--- src/design/samplerz_pkg.sv ---
/*
 * shared definitions of the discrete gaussian sampler
 *   fixed point widths, lane structs, control FSM states
 *   reverse CDT, exp(-x) probability table, sigma_max scale
 */
package samplerz_pkg;

  // ========================================
  // widths with a meaning
  // ========================================
  typedef logic signed [31:0] mu_t;     // centre, signed Q16.16
  typedef logic        [15:0] scale_t;  // 1/(2 sigma^2), unsigned Q0.16
  typedef logic        [15:0] frac_t;   // fractional part of mu, Q0.16
  typedef logic signed [15:0] z_t;      // integer sample
  typedef logic signed [31:0] fix_t;    // Q16.16 intermediate (d, x, parts of x)
  typedef logic        [71:0] rand72_t; // base sampler random word
  typedef logic        [7:0]  rand8_t;  // bernoulli random word

  // one lane's share of a random set
  typedef struct packed {
    rand72_t rand72;
    rand8_t  rand8;
    logic    b;       // sign bit
  } lane_rand_t;

  typedef struct packed {
    logic accept;
    z_t   z;          // z before the floor(mu) offset
  } lane_result_t;

  typedef enum logic [1:0] {
    IDLE,
    WAIT_RAND,        // request out, waiting for a random set
    RUN               // lanes busy
  } ctrl_state_t;

  // ========================================
  // tables and constants
  // ========================================
  localparam int CDT_LEN = 18;
  localparam int EXP_LEN = 16;

  // reverse cumulative table, z0 = number of entries above the random word
  localparam rand72_t CDT_TABLE [CDT_LEN] = '{
    72'd3024686241123004913666,
    72'd1564742784480091954050,
    72'd636254429462080897535,
    72'd199560484645026482916,
    72'd47667343854657281903,
    72'd8595902006365044063,
    72'd1163297957344668388,
    72'd117656387352093658,
    72'd8867391802663976,
    72'd496969357462633,
    72'd20680885154299,
    72'd638331848991,
    72'd14602316184,
    72'd247426747,
    72'd3104126,
    72'd28824,
    72'd198,
    72'd1
  };

  // 256*exp(-k/4), rounded, first entry saturated
  localparam rand8_t EXP_TABLE [EXP_LEN] = '{
    8'd255, 8'd199, 8'd155, 8'd121,
    8'd94,  8'd73,  8'd57,  8'd44,
    8'd35,  8'd27,  8'd21,  8'd16,
    8'd13,  8'd10,  8'd8,   8'd6
  };

  // 1/(2 sigma_max^2) with sigma_max = 1.8205, i.e. 0.15087 in Q0.16
  localparam scale_t INV_SIGMA_MAX_SQR_DIV_2 = 16'd9887;

  // Q16.16 >> 14 gives x in steps of 0.25
  localparam int EXP_INDEX_SHIFT = 14;

endpackage
--- src/design/lane_select.sv ---
/*
 * lane result selection
 *   lowest accepting lane wins, output offset by floor(mu)
 *   all-reject pulse when no lane accepts
 */
`timescale 1ns/1ns

module lane_select #(
  parameter int NUM_LANES = 2
) (
  input  logic                       clk,
  input  logic                       rst_i,
  input  logic [NUM_LANES-1:0]       res_val_i,
  input  samplerz_pkg::lane_result_t res_i [NUM_LANES],
  input  samplerz_pkg::z_t           floor_mu_i,
  output logic                       dout_val_o,
  output samplerz_pkg::z_t           w_o,
  output logic                       all_reject_o
);

  logic             any_val;  // lanes run in lockstep
  logic             hit;      // some lane accepted
  samplerz_pkg::z_t win_z;

  assign any_val = |res_val_i;

  // walk down so the lowest index is the last to write
  always_comb begin
    hit   = 1'b0;
    win_z = '0;
    for (int i = NUM_LANES - 1; i >= 0; i--) begin
      if (res_val_i[i] && res_i[i].accept) begin
        hit   = 1'b1;
        win_z = res_i[i].z;
      end
    end
  end

  always_ff @(posedge clk) begin
    if (rst_i) begin
      dout_val_o   <= 1'b0;
      all_reject_o <= 1'b0;
    end else begin
      dout_val_o   <= any_val & hit;
      all_reject_o <= any_val & ~hit;  // retry request to ctrl
    end
  end

  always_ff @(posedge clk) begin
    if (any_val && hit) begin
      w_o <= win_z + floor_mu_i;
    end
  end

endmodule

--- config.mk ---
export PLATFORM = sky130hd
export DESIGN_NAME = lane_select
export DESIGN_NICKNAME = d
export VERILOG_FILES = /design/src/design/samplerz_pkg.sv /design/src/design/lane_select.sv
export SDC_FILE = /design/constraint.sdc
export NUM_CORES = 1
export LEC_CHECK = 0
export BUFFER_PORTS_ARGS = -buffer_cell sky130_fd_sc_hd__buf_4
export CAP_MARGIN = 40
export CORE_MARGIN = 2
export CORE_UTILIZATION = 49
export DETAILED_ROUTE_END_ITERATION = 8
export HOLD_SLACK_MARGIN = 0.02
export MAX_ROUTING_LAYER = met4
export PLACE_DENSITY_LB_ADDON = 0.12
export SYNTH_ARGS = -nofsm -noshare
export SYNTH_HDL_FRONTEND = slang
export SYNTH_SLANG_ARGS = --single-unit
--- constraint.sdc ---
create_clock -name clk -period 7.1 [get_ports clk]
set_input_delay 0.355 -clock clk [delete_from_list [all_inputs] [get_ports clk]]
set_output_delay 0.355 -clock clk [all_outputs]
set_load 0.05 [all_outputs]
==> metrics.md <==
| Metric | Value |
|---|---|
| First-pass GRT wire length | 5840 um |
| Area of the mapped netlist | 1440 um2 |
| Most common cell after layout, fill and taps aside | buf_4 |
| Worst slew margin | 0.481 |
| Number of instances in the synthesized netlist | 139 |
| Worst Slack Setup Final | 3700 ps |
| Number of maximum-capacitance violations | 0 |
| Power per cell area | 191 nW/um2 |
| Highest clock frequency the design can meet | 0.294 GHz |
| First drt pass iteration count | 4 |
| Synthesized area per cell | 10.4 um2 |
| Avg Vias per Cell | just under 6 |
| Number of instances in the placed design | 236 |
| DR iter-0 viols | 54 |
| Unrepaired setup endpoints after global routing | false |
| Placement Rows | 19 |
| Type of element launching the critical path | input port |
| H-tree levels | 1 |
| CP Class | input port to register |
| Final std cells w/o fill | 239 |
| Post-synth cell types | 40 |
| Area fraction in compound gates after synthesis | 0.272 |
| Clock tree from TritonCTS | built |
| Final slew viol count | 0 |
| Post-Synth XOR/XNOR Area | 0.0851 |
| Number of buffers added to fix hold violations after cts | 0 |
| Vias after detailed routing | 1,416 |
| Path category of the worst min-delay check | input port to register |
| Static Leak | 0.958 nW |
| Buffers on Ports | 71 |
| Fraction of layout instances using a drive strength above 1 | 0.385 |
| DP Worst Slack | 3450 ps |
| Hold_ws | 224 ps |
| GP Congestion | 0.800 |
| Total non-filler cell area in the finished layout | 2020 um2 |
| Area enclosed by the die boundary | about 3400 um2 |
| Number of CTS-inserted buffers | 3 |
| Drt wl/cell | 15.1 um |
| Antenna Violating Nets Remaining | 0 |
| Clock root buffer | clkbuf_4 |
| Synthesized net count | 210 |
| Deepest clock path buffer count | 2 |
| Number of flops mapped to enable cells by yosys | 16 |
| Cells resized by post-CTS repair | 0 |
| Nets | about 280 |
| Synthesized-area fraction occupied by adder cells | 0.153 |
| Combinational family with the most area after synthesis | compound AO/OA/AOI/OAI gates |
| Post-CTS Repair Setup Buffers | 0 |
| Count of clock tree sinks | 18 |
| Pin count of the biggest net entering global routing | 19 |
| Total core area | 2780 um2 |
| YS warnings | 0 |
| Overall Global Routing Usage | 0.231 |
| Status | completed |
| Count of final hold-check violations | 0 |
| Most instantiated flip-flop cell in the synthesis netlist | edfxtp_1 |
| Final global-route overflow total | 0 |
| Clock edge transition at the registers on the reported setup and hold paths | about 100 ps |
| Async set or reset register ratio after synthesis | 0 |
| Share of synthesized area occupied by flip-flops and latches | 0.361 |
| Floorplan die width | 58.2 um |
| Peak supply drop | 187 uV |
| Antenna diode count | 0 |
| Syn-to-layout area delta | 40.1% |
| Max FO, Critical Path | 18 |
| Final setup violating endpoints | 0 |
| Number of DRC violations after detailed routing | 0 |
| Min Clock Period, post-route | around 3400 ps |
| Vias in the first global route | 1,335 |
| Crit. End Element | register |
| Total routed wirelength | 3610 um |
| Mux cell area share after synthesis | 0.00694 |
| Chip height | around 58 um |
| Cell area after placement | 2000 um2 |
| Starting density of the core | 0.518 |
| Initial antenna violation count | 0 |
| Post-detailed-placement half-perimeter wirelength | 2960 um |
| Data arrival, critical path | 3550 ps |
| Final period util | 0.479 |
| Synthesized-area fraction occupied by and/or/nand/nor cells | 0.101 |
| I/O pin count | 72 |
| Final setup TNS | 0 ps |
| Most used cells in the layout excluding fill and tap cells | buf_4, ha_1, edfxtp_1, a22o_1, xnor2_1 |
| Worst Max-Slew Pin Slew | around 780 ps |
| Req. time, crit path | between 7000 and 8000 ps |
| Register bit total from synthesis | 18 |
[per-stage QoR]
step,util,power [W]
floorplan,-,0.000275
global placement,0.715,0.000336
detailed placement,0.718,0.000340
CTS,0.726,0.000386
global route,0.726,0.000405
finish,0.726,0.000386
[synth_stat cells (all sizes together), types with 2 or more instances]
cell type  instances  share of area
a211oi             2          0.010
a21boi             2          0.013
a21o               4          0.021
a21oi              9          0.031
a221oi             3          0.023
a22o              15          0.091
clkbuf             5          0.013
dfxtp              2          0.028
edfxtp            16           0.33
ha                16           0.14
inv                2         0.0052
nand2              8          0.021
nand2b             2         0.0087
nand3              4          0.014
nor2               7          0.018
nor3               3          0.010
o211ai             2          0.010
o21ai              5          0.017
xnor2             10          0.061
xor2               4          0.024
[where the power goes]
part | total (W) | internal, W | switching (W)
Sequential | 0.000142 | 0.000138 | 0.00000440
Combinational | 0.000195 | 0.0000767 | 0.000119
Clock | 0.0000486 | 0.0000196 | 0.0000290
Total | 0.000386 | 0.000234 | 0.000152
[worst paths after layout]
path,endpoint,start,cells past startpoint,slack [ps]
worst max-delay path,w_o[14]$_DFFE_PP_,res_val_i[0],12,3700
worst min-delay path,dout_val_o$_SDFF_PP0_,rst_i,2,220
[kinds of logic after synthesis]
kind of cell,count (synthesis)
AO/OA/AOI/OAI,51
AND/OR/NAND/NOR,30
flip-flops,18
adder cells (fa/ha/maj),17
XOR/XNOR,14
buffers and inverters,8
multiplexers,1
[worst max-delay path: stages]
cell      delay, ps
buf_4            80
and2_1          550
nor2_1          240
buf_4           250
a22o_1          200
ha_1            220
fa_1            410
a21o_1          190
a221oi_2        360
a21boi_2        160
a2111o_1        440
nand3_1          80
[layer usage]
metal,track usage,vias to the layer above,routed length (um)
met3,0.0179,8,293
li1,-,690,-
met2,0.372,75,1710
met5,-,-,0
met1,0.294,643,1520
met4,0.110,0,83
[flip-flops by register name, indices dropped and copies added, names as in the netlist]
signal	flops
dout_val_o	1
all_reject_o	1
w_o	16
[cell type report]
type	instances	area, um2
Multi-Input combinational cell	113	890
Fill cell	220	762
Timing Repair Buffer	72	541
Sequential cell	18	520
Tap cell	31	38.8
Clock buffer	3	22.5
Inverter	2	7.51
(Power assumes the default switching activity.)
