===== config.mk =====
export PLATFORM = sky130hd
export DESIGN_NAME = sampling_lane
export DESIGN_NICKNAME = d
export VERILOG_FILES = /design/src/design/samplerz_pkg.sv /design/src/design/sampling_lane.sv /design/src/design/ber_exp.sv /design/src/design/base_sampler.sv
export SDC_FILE = /design/constraint.sdc
export NUM_CORES = 2
export LEC_CHECK = 0
export BUFFER_PORTS_ARGS = -buffer_cell sky130_fd_sc_hd__buf_2
export CAP_MARGIN = 20
export CORE_UTILIZATION = 60
export CTS_CLUSTER_DIAMETER = 50
export DETAILED_ROUTE_END_ITERATION = 10
export GPL_TIMING_DRIVEN = 0
export PLACE_DENSITY = 0.76
export SETUP_SLACK_MARGIN = 0.02
export SLEW_MARGIN = 20
export SYNTH_ARGS = -nofsm -noshare
export SYNTH_HDL_FRONTEND = slang
export SYNTH_HIERARCHICAL = 1
export SYNTH_SLANG_ARGS = --single-unit
export TNS_END_PERCENT = 50

===== constraint.sdc =====
create_clock -name clk -period 18 [get_ports clk]
set_clock_uncertainty 0.2 [all_clocks]
set_input_delay 1.8 -clock clk [delete_from_list [all_inputs] [get_ports clk]]
set_output_delay 1.8 -clock clk [all_outputs]
set_load 0.03 [all_outputs]

===== src/design/samplerz_pkg.sv =====
/*
 * shared definitions of the discrete gaussian sampler
 *   fixed point widths, lane structs, control FSM states
 *   reverse CDT, exp(-x) probability table, sigma_max scale
 */
package samplerz_pkg;

  // ========================================
  // widths with a meaning
  // ========================================
  typedef logic signed [31:0] mu_t;     // centre, signed Q16.16
  typedef logic        [15:0] scale_t;  // 1/(2 sigma^2), unsigned Q0.16
  typedef logic        [15:0] frac_t;   // fractional part of mu, Q0.16
  typedef logic signed [15:0] z_t;      // integer sample
  typedef logic signed [31:0] fix_t;    // Q16.16 intermediate (d, x, parts of x)
  typedef logic        [71:0] rand72_t; // base sampler random word
  typedef logic        [7:0]  rand8_t;  // bernoulli random word

  // one lane's share of a random set
  typedef struct packed {
    rand72_t rand72;
    rand8_t  rand8;
    logic    b;       // sign bit
  } lane_rand_t;

  typedef struct packed {
    logic accept;
    z_t   z;          // z before the floor(mu) offset
  } lane_result_t;

  typedef enum logic [1:0] {
    IDLE,
    WAIT_RAND,        // request out, waiting for a random set
    RUN               // lanes busy
  } ctrl_state_t;

  // ========================================
  // tables and constants
  // ========================================
  localparam int CDT_LEN = 18;
  localparam int EXP_LEN = 16;

  // reverse cumulative table, z0 = number of entries above the random word
  localparam rand72_t CDT_TABLE [CDT_LEN] = '{
    72'd3024686241123004913666,
    72'd1564742784480091954050,
    72'd636254429462080897535,
    72'd199560484645026482916,
    72'd47667343854657281903,
    72'd8595902006365044063,
    72'd1163297957344668388,
    72'd117656387352093658,
    72'd8867391802663976,
    72'd496969357462633,
    72'd20680885154299,
    72'd638331848991,
    72'd14602316184,
    72'd247426747,
    72'd3104126,
    72'd28824,
    72'd198,
    72'd1
  };

  // 256*exp(-k/4), rounded, first entry saturated
  localparam rand8_t EXP_TABLE [EXP_LEN] = '{
    8'd255, 8'd199, 8'd155, 8'd121,
    8'd94,  8'd73,  8'd57,  8'd44,
    8'd35,  8'd27,  8'd21,  8'd16,
    8'd13,  8'd10,  8'd8,   8'd6
  };

  // 1/(2 sigma_max^2) with sigma_max = 1.8205, i.e. 0.15087 in Q0.16
  localparam scale_t INV_SIGMA_MAX_SQR_DIV_2 = 16'd9887;

  // Q16.16 >> 14 gives x in steps of 0.25
  localparam int EXP_INDEX_SHIFT = 14;

endpackage

===== src/design/sampling_lane.sv =====
/*
 * one sampling lane
 *   base sampler, sign combine, rejection exponent, bernoulli trial
 *   result valid 7 cycles after start
 */
`timescale 1ns/1ns

module sampling_lane (
  input  logic                       clk,
  input  logic                       rst_i,
  input  logic                       start_i,
  input  samplerz_pkg::lane_rand_t   lane_rand_i,  // held by ctrl for the attempt
  input  samplerz_pkg::frac_t        r_i,
  input  samplerz_pkg::scale_t       inv_s_i,
  output logic                       res_val_o,
  output samplerz_pkg::lane_result_t res_o
);

  logic [7:1]               vld_sr;        // stage valids
  samplerz_pkg::z_t         z0_q;          // stage 1
  samplerz_pkg::z_t         z_sr [2:7];    // z from stage 2 to the output
  samplerz_pkg::fix_t       z0_sqr_q;      // stage 2, integer
  samplerz_pkg::fix_t       z0_sqr_d3;
  samplerz_pkg::fix_t       z0_sqr_d4;
  samplerz_pkg::fix_t       d_q;           // stage 3, z - r
  samplerz_pkg::fix_t       d_sqr_q;       // stage 4
  logic signed [63:0]       d_sqr_full;
  logic        [63:0]       part1_full;
  samplerz_pkg::fix_t       part1_q;       // stage 5, d^2 * inv_s
  samplerz_pkg::fix_t       part2_q;       // stage 5, z0^2 * inv_sigma_max
  samplerz_pkg::fix_t       x_q;           // stage 6
  logic                     accept;        // stage 7

  // valid shift register, the only reset state in the lane
  always_ff @(posedge clk) begin
    if (rst_i) begin
      vld_sr <= '0;
    end else begin
      vld_sr <= {vld_sr[6:1], start_i};
    end
  end

  // ========================================
  // stage 1: z0 from the CDT
  // ========================================
  base_sampler i_base_sampler (
    .clk      (clk),
    .rand72_i (lane_rand_i.rand72),
    .z0_o     (z0_q)
  );

  // ========================================
  // stages 2..6: arithmetic
  // ========================================
  assign d_sqr_full = 64'(d_q) * 64'(d_q);           // Q32.32
  assign part1_full = 64'(d_sqr_q) * 64'(inv_s_i);   // Q16.32, both >= 0

  always_ff @(posedge clk) begin
    // b = 1 -> 1 + z0, b = 0 -> -z0
    z_sr[2]   <= lane_rand_i.b ? z0_q + 16'sd1 : -z0_q;
    z0_sqr_q  <= samplerz_pkg::fix_t'(z0_q) * samplerz_pkg::fix_t'(z0_q);

    d_q       <= samplerz_pkg::fix_t'({z_sr[2], 16'h0000})
               - samplerz_pkg::fix_t'({16'h0000, r_i});  // z - r in Q16.16
    z0_sqr_d3 <= z0_sqr_q;

    d_sqr_q   <= d_sqr_full[47:16];   // back to Q16.16, |d| < 20 so no overflow
    z0_sqr_d4 <= z0_sqr_d3;

    part1_q   <= part1_full[47:16];
    part2_q   <= z0_sqr_d4 *
                 samplerz_pkg::fix_t'({16'h0000, samplerz_pkg::INV_SIGMA_MAX_SQR_DIV_2});

    // rounding can push x slightly below zero
    x_q       <= (part1_q < part2_q) ? '0 : part1_q - part2_q;
  end

  // z rides along with the arithmetic
  always_ff @(posedge clk) begin
    for (int k = 3; k <= 7; k++) begin
      z_sr[k] <= z_sr[k-1];
    end
  end

  // ========================================
  // stage 7: bernoulli trial
  // ========================================
  ber_exp i_ber_exp (
    .clk      (clk),
    .x_i      (x_q),
    .rand8_i  (lane_rand_i.rand8),
    .accept_o (accept)
  );

  assign res_val_o  = vld_sr[7];
  assign res_o      = '{accept: accept, z: z_sr[7]};

endmodule


===== src/design/ber_exp.sv =====
/*
 * bernoulli trial with probability exp(-x)
 *   quarter step index, saturating lookup, compare against 8 random bits
 */
`timescale 1ns/1ns

module ber_exp (
  input  logic                 clk,
  input  samplerz_pkg::fix_t   x_i,      // Q16.16, >= 0 from the lane
  input  samplerz_pkg::rand8_t rand8_i,
  output logic                 accept_o
);

  samplerz_pkg::fix_t x_steps;  // x in units of 0.25
  logic [3:0]         k;        // table index

  assign x_steps = x_i >>> samplerz_pkg::EXP_INDEX_SHIFT;

  always_comb begin
    if (x_steps < 0) begin
      k = 4'd0;                 // negative x treated as zero
    end else if (x_steps > 15) begin
      k = 4'd15;                // tail saturates at exp(-3.75)
    end else begin
      k = x_steps[3:0];
    end
  end

  // accept with probability EXP_TABLE[k]/256
  always_ff @(posedge clk) begin
    accept_o <= (rand8_i < samplerz_pkg::EXP_TABLE[k]);
  end

endmodule


===== src/design/base_sampler.sv =====
/*
 * base sampler
 *   z0 from the reverse CDT, one register stage
 */
`timescale 1ns/1ns

module base_sampler (
  input  logic                  clk,
  input  samplerz_pkg::rand72_t rand72_i,
  output samplerz_pkg::z_t      z0_o
);

  samplerz_pkg::z_t cnt;  // entries above the random word

  // constant-time count over the full table
  always_comb begin
    cnt = '0;
    for (int i = 0; i < samplerz_pkg::CDT_LEN; i++) begin
      if (rand72_i < samplerz_pkg::CDT_TABLE[i]) begin
        cnt = cnt + 16'sd1;
      end
    end
  end

  // comparator tree is the long path here, register right after
  always_ff @(posedge clk) begin
    z0_o <= cnt;  // 0..18
  end

endmodule


==> summary by stage <==
Run status
The run finished with clean final reports.

Worst hold path
The worst hold path class is flop to flop.

Worst setup path
The highest-delay cell along the critical path is a2111oi_0. The cell seen most often among critical-path stages is ha_1. In this run the worst path has a maximum fanout of 9. The buffer and inverter count on the worst path is 5. The worst register-to-register path has a setup slack of about 7 ns.

The endpoint of the worst-slack reg-to-reg timing path is d_sqr_q[30]. For the worst setup path, the data arrival time is 15.32 ns. The largest single stage delay on the critical path is just over 0.8 ns. The endpoint of the most critical setup path is i_base_sampler/z0_o[6]. Broken down by cell family, the worst path's largest delay share belongs to adder cells. The startpoint type of the worst setup path is an input pin. The critical path crosses 65 cells after its start point.

The startpoint of the most critical setup path is lane_rand_i[13]. STA classifies the critical path endpoint as a flop. The source of the worst register-to-register timing path is d_q[4]. The depth of the worst register-to-register path is 28. The critical path class is input pin to flop. For the worst setup path, the data required time is between 15 and 20 ns.

CTS
The number of hold buffers added after CTS was 0. The number of levels the H-tree was split into is 2. The tree is rooted in a clkbuf_16.

In this run the deepest clock path goes through 3 buffers. The insertion delay to the later sink of the worst-skew pair is between 0.6 and 0.7 ns. TritonCTS built the clock tree. The number of buffers created by CTS is slightly below 50. For this design, the sink count on the clock tree is between 300 and 400.

In this run the post-CTS setup repair buffer count came out at 0. The clock slew at the register clock pins of the worst setup and hold paths is roughly 0.06 ns. The post-CTS resize count is 0.

Floorplanning
The core box area is approximately 0.12 sq mm. The initialized floorplan defines between 100 and 150 standard-cell rows. The die is between 300 and 400 um wide. about 130 I/O pins were placed.

The chip height is about 350 um. For this configuration, the core starts out at a cell density of 0.608. The die area is 0.124 sq mm.

Layout
The area growth from synthesis to layout is 6.05%. After filler insertion, the fill cell instance count of the layout stands at slightly below 10k. The layout cell share with drive strength beyond 1 is 0.0329. The final-stage net count is 10.4k. The finished cells cover 0.0778 sq mm.

Run
The max-cap check violation count is 0.

Drt
In the routed layout, each cell is associated on average with a via count of between 5 and 6. The number of optimization iterations in the first detailed-route pass is 6. The final layout contains routed wiring with a total length of 196,000 um. Detailed routing inserted a total of approximately 54k vias. The initial detailed-routing violation count is 4,170. The number of nets with antenna violations after routing is 0. Dividing the detail-routed wire length by the instance count gives roughly 20 um. In the routed design, unresolved DRC markers number 0.

GRT
The wire length of the first global-routing pass is about 320,000 um. After global routing the overflow that remains totals 0. The via count of the first global-routing pass is 59.4k. Across every metal layer, demand over resource in global routing totals 0.335. The largest net degree at the start of global routing is 17.

The number of antenna violations at the first check in global routing is 11.

Synthesis
The number of standard cells after synthesis is 7,946. Averaged over all synthesized cells, the footprint is a little over 9 sq um. The mapped netlist covers roughly 0.073 sq mm.

The Yosys step of the flow raised 6 warnings.

STA
In this run the tightest slew margin relative to its limit is 0.205. The shortest clock period the worst path allows after layout is roughly 15 ns. At the pin with the least slew margin, the transition time is 1.19 ns. Setup violations remaining at the end of the flow were counted as 0. The count of pins over their slew limit is 0. The number of failing hold endpoints at the final stage is 0. Timing would allow up to ~67 MHz. Setup repair after global routing left no endpoint under its margin. Setup total negative slack on the finished layout was measured at 0 ns. In the finished design, the share of the clock period the worst path needs comes to 0.830.

Placed design
The HPWL after detailed placement is about 160,000 um. The count of port buffers added during placement is 117. The congestion estimate from routability-driven global placement came to around 1. The instance area at placement is about 0.076 sq mm.
[cells in the final DEF (no fill, tap or decap), types with 10 or more instances in the layout]
master        n
o21ai_0     112
a211o_1      11
o2111ai_1    14
a211oi_1     30
nand2_1     774
nand4_1      46
nand2b_1     29
and3_1       41
mux2i_1      15
dfxtp_1     358
inv_1      2186
nor2b_1      45
nor2_1      252
xor2_1       83
ha_1        542
o211ai_1     26
fa_1       1665
a21oi_1     186
o21bai_1     31
conb_1       13
nor3b_1      12
clkbuf_1    258
buf_2       124
nor4_1       27
and2_1      416
clkbuf_16    49
clkinv_8     10
o21a_1       28
nor3_1       79
nand3_1      82
or4_1        11
or2_2        15
xnor2_1     198
a31oi_1      33
a21o_1       75
or3_1        31
o31ai_1      26
[worst min-delay path by stage]
stage	cells past startpoint	startpoint	to	slack (ns)
floorplan	0	z0_sqr_q[0]	z0_sqr_d3[0]	0.11
CTS	0	z0_sqr_d3[14]	z0_sqr_d4[14]	0.12
global placement	0	z0_sqr_q[17]	z0_sqr_d3[17]	0.11
detailed placement	0	z0_sqr_d3[3]	z0_sqr_d4[3]	0.11
finish	0	z0_sqr_d3[14]	z0_sqr_d4[14]	0.12
global route	0	z0_sqr_d3[23]	z0_sqr_d4[23]	0.12
[cell type report]
| class | count | area (sq um) | area share |
|---|---|---|---|
| Clock inverter | 37 | 495 | 0.00637 |
| Buffer | 271 | 1030 | 0.0133 |
| Multi-Input combinational cell | 5133 | 57000 | 0.732 |
| Sequential cell | 358 | 7170 | 0.0921 |
| Tap cell | 1612 | 2020 | 0.0259 |
| Inverter | 2194 | 8240 | 0.106 |
| Antenna cell | 7 | 17.5 | 0.000225 |
| Clock buffer | 55 | 1290 | 0.0166 |
| Timing Repair Buffer | 117 | 586 | 0.00752 |
[flip-flops by register name, indices dropped and copies added, names as in the netlist]
signal	cells
d_q	32
z0_sqr_d3	31
x_q	18
i_ber_exp/accept_o	1
d_sqr_q	32
part1_q	32
z0_sqr_d4	31
i_base_sampler/z0_o	16
part2_q	31
z_sr	96
vld_sr	7
z0_sqr_q	31
[worst register-to-register path: cells and delay by family (launching register included)]
kind / cells / cell delay (ns)
AO/OA/AOI/OAI: 5 / 2.08
adder cells (fa/ha/maj): 9 / 4.53
buffers and inverters: 9 / 2.11
flip-flops: 1 / 0.80
AND/OR/NAND/NOR: 5 / 1.27
[through the flow]
step / hold WS, ns / worst slack [ns] / cells / utilization
floorplan: 0.110 / 4.35 / 7956 / -
global placement: 0.111 / 2.74 / 9685 / 0.630
detailed placement: 0.112 / 2.47 / 9685 / 0.630
CTS: 0.122 / 3.16 / 9777 / 0.645
global route: 0.122 / 2.14 / 9777 / 0.645
finish: 0.118 / 3.06 / 9784 / 0.645
[per-layer routing]
metal	wire length [um]	track usage
met5	34	0
met4	10700	0.153
met3	18600	0.0756
met2	91900	0.550
met1	74300	0.422
Power is not shown: default switching activity piles up to over one toggle a cycle in this logic, so the estimate is an artifact.
