`src/design/samplerz_pkg.sv`:
```
/*
 * shared definitions of the discrete gaussian sampler
 *   fixed point widths, lane structs, control FSM states
 *   reverse CDT, exp(-x) probability table, sigma_max scale
 */
package samplerz_pkg;

  // ========================================
  // widths with a meaning
  // ========================================
  typedef logic signed [31:0] mu_t;     // centre, signed Q16.16
  typedef logic        [15:0] scale_t;  // 1/(2 sigma^2), unsigned Q0.16
  typedef logic        [15:0] frac_t;   // fractional part of mu, Q0.16
  typedef logic signed [15:0] z_t;      // integer sample
  typedef logic signed [31:0] fix_t;    // Q16.16 intermediate (d, x, parts of x)
  typedef logic        [71:0] rand72_t; // base sampler random word
  typedef logic        [7:0]  rand8_t;  // bernoulli random word

  // one lane's share of a random set
  typedef struct packed {
    rand72_t rand72;
    rand8_t  rand8;
    logic    b;       // sign bit
  } lane_rand_t;

  typedef struct packed {
    logic accept;
    z_t   z;          // z before the floor(mu) offset
  } lane_result_t;

  typedef enum logic [1:0] {
    IDLE,
    WAIT_RAND,        // request out, waiting for a random set
    RUN               // lanes busy
  } ctrl_state_t;

  // ========================================
  // tables and constants
  // ========================================
  localparam int CDT_LEN = 18;
  localparam int EXP_LEN = 16;

  // reverse cumulative table, z0 = number of entries above the random word
  localparam rand72_t CDT_TABLE [CDT_LEN] = '{
    72'd3024686241123004913666,
    72'd1564742784480091954050,
    72'd636254429462080897535,
    72'd199560484645026482916,
    72'd47667343854657281903,
    72'd8595902006365044063,
    72'd1163297957344668388,
    72'd117656387352093658,
    72'd8867391802663976,
    72'd496969357462633,
    72'd20680885154299,
    72'd638331848991,
    72'd14602316184,
    72'd247426747,
    72'd3104126,
    72'd28824,
    72'd198,
    72'd1
  };

  // 256*exp(-k/4), rounded, first entry saturated
  localparam rand8_t EXP_TABLE [EXP_LEN] = '{
    8'd255, 8'd199, 8'd155, 8'd121,
    8'd94,  8'd73,  8'd57,  8'd44,
    8'd35,  8'd27,  8'd21,  8'd16,
    8'd13,  8'd10,  8'd8,   8'd6
  };

  // 1/(2 sigma_max^2) with sigma_max = 1.8205, i.e. 0.15087 in Q0.16
  localparam scale_t INV_SIGMA_MAX_SQR_DIV_2 = 16'd9887;

  // Q16.16 >> 14 gives x in steps of 0.25
  localparam int EXP_INDEX_SHIFT = 14;

endpackage
```
`src/design/samplerz_ctrl.sv`:
```
/*
 * attempt control
 *   IDLE / WAIT_RAND / RUN state machine, request_rand pulse
 *   input latches, mu split into floor and fraction, random set register
 */
`timescale 1ns/1ns

module samplerz_ctrl #(
  parameter int NUM_LANES = 2
) (
  input  logic                     clk,
  input  logic                     rst_i,
  input  logic                     din_val_i,
  input  samplerz_pkg::mu_t        mu_i,
  input  samplerz_pkg::scale_t     inv_sigma_sqr_div_2_i,
  input  logic                     rand_val_i,
  input  samplerz_pkg::lane_rand_t rand_i [NUM_LANES],
  input  logic                     all_reject_i,
  input  logic                     dout_val_i,
  output logic                     ready_o,
  output logic                     request_rand_o,
  output logic                     start_o,
  output samplerz_pkg::lane_rand_t lane_rand_o [NUM_LANES],
  output samplerz_pkg::frac_t      r_o,
  output samplerz_pkg::scale_t     inv_s_o,
  output samplerz_pkg::z_t         floor_mu_o
);

  samplerz_pkg::ctrl_state_t state_q;
  samplerz_pkg::mu_t         mu_q;
  logic                      din_acc;   // new sample taken
  logic                      rand_acc;  // random set taken

  assign ready_o  = (state_q == samplerz_pkg::IDLE);
  assign din_acc  = din_val_i & ready_o;
  assign rand_acc = rand_val_i & (state_q == samplerz_pkg::WAIT_RAND);

  // ========================================
  // state machine
  // ========================================
  always_ff @(posedge clk) begin
    if (rst_i) begin
      state_q        <= samplerz_pkg::IDLE;
      request_rand_o <= 1'b0;
      start_o        <= 1'b0;
    end else begin
      request_rand_o <= 1'b0;  // both are single cycle pulses
      start_o        <= 1'b0;
      case (state_q)
        samplerz_pkg::IDLE: begin
          if (din_acc) begin
            state_q        <= samplerz_pkg::WAIT_RAND;
            request_rand_o <= 1'b1;
          end
        end
        samplerz_pkg::WAIT_RAND: begin
          if (rand_acc) begin
            state_q <= samplerz_pkg::RUN;
            start_o <= 1'b1;  // set is in lane_rand_o this same cycle
          end
        end
        samplerz_pkg::RUN: begin
          if (dout_val_i) begin
            state_q <= samplerz_pkg::IDLE;
          end else if (all_reject_i) begin
            state_q        <= samplerz_pkg::WAIT_RAND;  // fresh randomness
            request_rand_o <= 1'b1;
          end
        end
        default: state_q <= samplerz_pkg::IDLE;
      endcase
    end
  end

  // ========================================
  // input latches
  // ========================================
  always_ff @(posedge clk) begin
    if (din_acc) begin
      mu_q    <= mu_i;
      inv_s_o <= inv_sigma_sqr_div_2_i;
    end
  end

  // one set per attempt, stable until the next WAIT_RAND
  always_ff @(posedge clk) begin
    if (rand_acc) begin
      lane_rand_o <= rand_i;
    end
  end

  // two's complement split gives floor for negative mu too,
  // e.g. -1.25 -> floor -2, r 0.75
  assign floor_mu_o = mu_q[31:16];
  assign r_o        = mu_q[15:0];

endmodule

```
`config.mk`:
```
export PLATFORM = sky130hd
export DESIGN_NAME = samplerz_ctrl
export DESIGN_NICKNAME = d
export VERILOG_FILES = /design/src/design/samplerz_pkg.sv /design/src/design/samplerz_ctrl.sv
export SDC_FILE = /design/constraint.sdc
export NUM_CORES = 1
export LEC_CHECK = 0
export BUFFER_PORTS_ARGS = -buffer_cell sky130_fd_sc_hd__buf_2
export CORE_AREA = 3 3 165 167
export DETAILED_ROUTE_END_ITERATION = 16
export DIE_AREA = 0 0 168 170
export GPL_ROUTABILITY_DRIVEN = 1
export GPL_TIMING_DRIVEN = 0
export SLEW_MARGIN = 20
export SYNTH_ARGS = -nofsm -noshare
export SYNTH_HDL_FRONTEND = slang
export SYNTH_SLANG_ARGS = --single-unit
```
`constraint.sdc`:
```
create_clock -name clk -period 18.22 [get_ports clk]
set_input_delay 0.911 -clock clk [delete_from_list [all_inputs] [get_ports clk]]
set_output_delay 0.911 -clock clk [all_outputs]
set_load 0.005 [all_outputs]
```
==> flow_summary.json, run 1 <==
{
  "synth-simple-area-share_pct": 0.831,
  "hold_path_class": "input port to flop",
  "io_buffers": 428,
  "clock_latency_ns": 0.51,
  "rsz0062_at_grt": "no",
  "timing.rr.start": "state_q[0]",
  "grt-ovfl-total": 0,
  "root_buffer": "clkbuf_16",
  "fmax_mhz": 455,
  "power_leakage_nw": 4.17,
  "synth_adder_area_share_pct": 0,
  "rows": 59,
  "wirelength_um": 18400,
  "r2r_setup_slack_ns": 16.10,
  "cts_buffers": 24,
  "hold_slack_ns": 0.571,
  "grt_use_total_pct": 11.9,
  "synth_top_family_by_area": "simple AND/OR/NAND/NOR gates",
  "maxCapViolCount": 0,
  "reg2reg_to": "lane_rand_o[8]",
  "dp_slack_ns": 15.55,
  "syn-mean-instance-area_sq_um": 28.5,
  "min_to": "lane_rand_o[48]",
  "worstPathArrival_ns": 1.29,
  "die_y_um": 170,
  "end_kind": "output pin",
  "fp.coreArea_sq_um": 25900,
  "layout.cells.non_filler": 1043,
  "power_density_nw_per_um2": 111,
  "r2r_cells": 6,
  "die_area_sq_um": 28600,
  "fin_skew_ns": 0.0191,
  "required_ns": 17.31,
  "ctsResizeCount": 0,
  "min_period_over_period_pct": 12.1,
  "drc": 0,
  "initial_core_util_pct": 25.0,
  "final_nets": 905,
  "tightest_slew_ns": 0.565,
  "fin_setup_tns_ns": 0,
  "fin_ws_ns": 16.02,
  "yosys.area_share.xor_xnor_pct": 0,
  "grt_start_max_net_pins": 35,
  "layout-drive-gt1-share_pct": 67.5,
  "worst-setup-path-type": "flop to output pin",
  "dp_cells": 998,
  "ys_seq_elements": 214,
  "max-slew-margin-rel_pct": 62.3,
  "ant_nets": 0,
  "placed_cell_area_sq_um": 9240,
  "yosys.cell_types.count": 14,
  "route.detailed.wl_per_inst_um": 17.6,
  "cts_setup_buffers": 0,
  "final_area_sq_um": 10000,
  "yosys_warnings": 0,
  "cts.sinks": 214,
  "syn_inst": 227,
  "vias_per_cell": 3.95,
  "gp_congestion": 0.726,
  "antenna_found_initial": 9,
  "crit_path_start_kind": "flop",
  "synth_seq_area_share_pct": 98.7,
  "synth_compound_area_share_pct": 0.483,
  "hold_start": "rand_i[48]",
  "worst-path-max-fanout": 7,
  "grt_pass1_wl_um": 25800,
  "syn_area_sq_um": 6470,
  "ios": 429,
  "muxShareOfSynthArea_pct": 0,
  "cts_buffer_depth": 3,
  "vdd.ir_drop.worst_uv": 81.8,
  "setup_viol": 0,
  "final_common_cell": "buf_2",
  "hpwl_um": 14600,
  "dieWidth_um": 168,
  "htree_levels": 1,
  "cts.clk_slew.worst_paths_ns": 0.06,
  "grt_pass1_vias": 4226,
  "cts_tree": "done",
  "status": "complete, no violations",
  "dr.pass1.iters": 4,
  "hold_path_depth": 1,
  "synth_nets": 443,
  "min_period_ns": 2.20,
  "final_hold_viol_count": 0,
  "drv_slew": 0,
  "mostFrequentLayoutCells": "428 x buf_2, 210 x edfxtp_1, 25 x clkbuf_16",
  "areaGrowthSynthToFinish_pct": 54.9,
  "num_vias": 4117,
  "cts.hold.buffers_added": 0,
  "n_fill_cell": 2490,
  "drtIter0Drc": 259
}
==> worst max-delay path by stage <==
stage,startpoint,to,slack [ns],depth (start not counted)
2_1_floorplan,rand_val_i,lane_rand_o[0],9.81,2
3_3_place_gp,rand_val_i,state_q[1],6.67,4
3_5_place_dp,rand_val_i,lane_rand_o[82],15.55,7
4_1_cts,state_q[1],ready_o,15.94,2
5_1_grt,state_q[1],ready_o,15.91,2
6_report,state_q[1],ready_o,16.02,2
==> layer usage <==
layer	wire [um]	track usage, %	vias up
met5	66	0	-
met4	756	4.77	10
met3	2000	5.27	51
met2	9020	20.1	258
met1	6550	13.3	1942
li1	-	-	1856
==> stage by stage <==
stage	util [%]	power, W
floorplan	-	0.000604
global placement	34.9	0.000655
detailed placement	35.7	0.000657
CTS	38.7	0.00114
global route	38.7	0.00117
finish	38.7	0.00112
==> synthesized netlist by cell type <==
master    count  area (sq um)
nand3b_1      1          7.51
nor2_1        2          7.51
and2_1        1          6.26
o21ai_0       1          5.00
dfxtp_1       4          80.1
o21ba_1       1          10.0
nor3_1        1          5.00
edfxtp_1    210          6310
nor4b_1       1          8.76
o32ai_1       1          8.76
a211oi_1      1          7.51
or2_2         1          6.26
nand2b_1      1          6.26
nand2_2       1          6.26
==> sequential cells by signal, summed over array words and instances (netlist names) <==
name,flops
lane_rand_o,162
mu_q,32
inv_s_o,16
state_q,2
request_rand_o,1
start_o,1
==> logic make-up (layout without fill, tap and decap cells) <==
kind of cell	Yosys count	in the layout
AO/OA/AOI/OAI	4	4
AND/OR/NAND/NOR	9	9
other	0	3
flip-flops	214	214
buffers and inverters	0	478
==> power by group <==
part | leakage, nW | switching (W) | internal [W]
logic | 1.81 | 0.0000334 | 0.0000355
clock network | 0.383 | 0.000186 | 0.000287
registers | 1.98 | 0.00000577 | 0.000569
total | 4.17 | 0.000225 | 0.000892
==> critical path: stages, from the launching register on <==
cell	delay [ns]
dfxtp_1	0.38
nor2_1	0.24
buf_2	0.16
==> area by class of cell <==
cell class                      instances  area, sq um  share of cell area, %
Antenna cell                            3         7.51                 0.0749
Clock buffer                           32          672                   6.70
Tap cell                              335          419                   4.18
Clock inverter                         10          109                   1.09
Sequential cell                       214         6390                   63.7
Timing Repair Buffer                  436         2340                   23.3
Multi-Input combinational cell         13         93.8                  0.936
(Power assumes the default switching activity.)
==> run 2, diff against run 1 <==
--- a/config.mk
+++ b/config.mk
@@ -6,9 +6,9 @@
 export NUM_CORES = 1
 export LEC_CHECK = 0
 export BUFFER_PORTS_ARGS = -buffer_cell sky130_fd_sc_hd__buf_2
-export CORE_AREA = 3 3 165 167
+export CORE_AREA = 3 3 164 166
 export DETAILED_ROUTE_END_ITERATION = 16
-export DIE_AREA = 0 0 168 170
+export DIE_AREA = 0 0 167 169
 export GPL_ROUTABILITY_DRIVEN = 1
 export GPL_TIMING_DRIVEN = 0
 export SLEW_MARGIN = 20
==> constraint.sdc (replaced) <==
create_clock -name clk -period 2.2 [get_ports clk]
set_input_delay 0.11 -clock clk [delete_from_list [all_inputs] [get_ports clk]]
set_output_delay 0.11 -clock clk [all_outputs]
set_load 0.005 [all_outputs]
==> flow_summary.json, run 2 <==
{
  "status": "did not finish",
  "lastStage": "clock tree synthesis",
  "error_line": "[ERROR RSZ-0060] Max buffer count reached.",
  "synth_flop_cell": "edfxtp_1",
  "syn-mean-instance-area_sq_um": 28.5,
  "netlist.area_leader.share_pct": 97.4,
  "cts.sinks": 214,
  "cts_buffers": 23,
  "syn_inst": 227,
  "gp_congestion": 0.732,
  "synth_nets": 443,
  "die_y_um": 169,
  "io_buffers": 428,
  "cts_setup_buffers": 0,
  "initial_core_util_pct": 25.1,
  "cts.hold.buffers_added": 209,
  "async_flop_share_pct": 0,
  "yosys.cell_types.count": 14,
  "yosys.area.top_type": "edfxtp_1",
  "yosys_warnings": 0,
  "ys_seq_elements": 214,
  "synth_common_cells": "210 x edfxtp_1, 4 x dfxtp_1, 2 x nor2_1",
  "synth_area_leaders": "edfxtp_1 97%, dfxtp_1 1.2%, o21ba_1 0.15%",
  "synth-edff-count": 210,
  "hpwl_um": 14700,
  "ios": 429,
  "dieWidth_um": 167,
  "cts_buffer_depth": 3,
  "placed_cell_area_sq_um": 9200,
  "rows": 59,
  "syn_area_sq_um": 6470,
  "ctsResizeCount": 0,
  "htree_levels": 1,
  "root_buffer": "clkbuf_16",
  "synth_seq_area_share_pct": 98.7,
  "yosysMostFrequentCell": "edfxtp_1"
}
-- run 2: stage by stage --
step	utilization, %	setup slack, ns	hold slack [ns]	instances	TNS [ns]
floorplan	-	-1.07	0.183	227	-173.58
global placement	35.1	-2.16	0.286	990	-364.51
detailed placement	35.7	0.0778	0.288	997	0
-- run 2: logic make-up after synthesis --
family	Yosys count	share of synthesized area, %
compound gates	4	0.483
flops	214	98.7
simple gates	9	0.832
==> run 3, diff against run 2 <==
--- a/config.mk
+++ b/config.mk
@@ -6,11 +6,12 @@
 export NUM_CORES = 1
 export LEC_CHECK = 0
 export BUFFER_PORTS_ARGS = -buffer_cell sky130_fd_sc_hd__buf_2
-export CORE_AREA = 3 3 164 166
+export CORE_AREA = 3 3 166 168
 export DETAILED_ROUTE_END_ITERATION = 16
-export DIE_AREA = 0 0 167 169
+export DIE_AREA = 0 0 169 171
 export GPL_ROUTABILITY_DRIVEN = 1
 export GPL_TIMING_DRIVEN = 0
+export PLACE_DENSITY_LB_ADDON = 0.15
 export SLEW_MARGIN = 20
 export SYNTH_ARGS = -nofsm -noshare
 export SYNTH_HDL_FRONTEND = slang
==> flow_summary.json, run 3 <==
{
  "status": "did not finish",
  "lastStage": "clock tree synthesis",
  "error_line": "[ERROR RSZ-0060] Max buffer count reached.",
  "syn_area_sq_um": 6470,
  "synth_common_cells": "210 x edfxtp_1, 4 x dfxtp_1, 2 x nor2_1",
  "synth_seq_area_share_pct": 98.7,
  "die_y_um": 171,
  "cts.hold.buffers_added": 209,
  "syn-mean-instance-area_sq_um": 28.5,
  "ctsResizeCount": 0,
  "synth-edff-count": 210,
  "initial_core_util_pct": 24.8,
  "cts.sinks": 214,
  "dieWidth_um": 169,
  "cts_setup_buffers": 0,
  "netlist.area_leader.share_pct": 97.4,
  "cts_buffers": 24,
  "rows": 59,
  "synth_area_leaders": "edfxtp_1 97%, dfxtp_1 1.2%, o21ba_1 0.15%",
  "root_buffer": "clkbuf_16",
  "cts_buffer_depth": 3,
  "synth_flop_cell": "edfxtp_1",
  "dp_slack_ns": 0.120,
  "yosysMostFrequentCell": "edfxtp_1",
  "yosys_warnings": 0,
  "async_flop_share_pct": 0,
  "ys_seq_elements": 214,
  "yosys.cell_types.count": 14,
  "hpwl_um": 15200,
  "gp_congestion": 0.794,
  "yosys.area.top_type": "edfxtp_1",
  "dp_cells": 997,
  "synth_nets": 443,
  "syn_inst": 227,
  "placed_cell_area_sq_um": 9210,
  "io_buffers": 428,
  "htree_levels": 1,
  "ios": 429
}
==> run 3: cell counts after synthesis <==
Identical to the previous run, type by type.
==> run 3: stage by stage <==
stage	setup TNS, ns	utilization, %
floorplan	-173.58	-
global placement	-326.98	34.7
detailed placement	0	35.3
==> run 3: cell families after synthesis <==
| kind of cell | synth area share (%) |
|---|---|
| AO/OA/AOI/OAI | 0.483 |
| flip-flops | 98.7 |
| AND/OR/NAND/NOR | 0.832 |
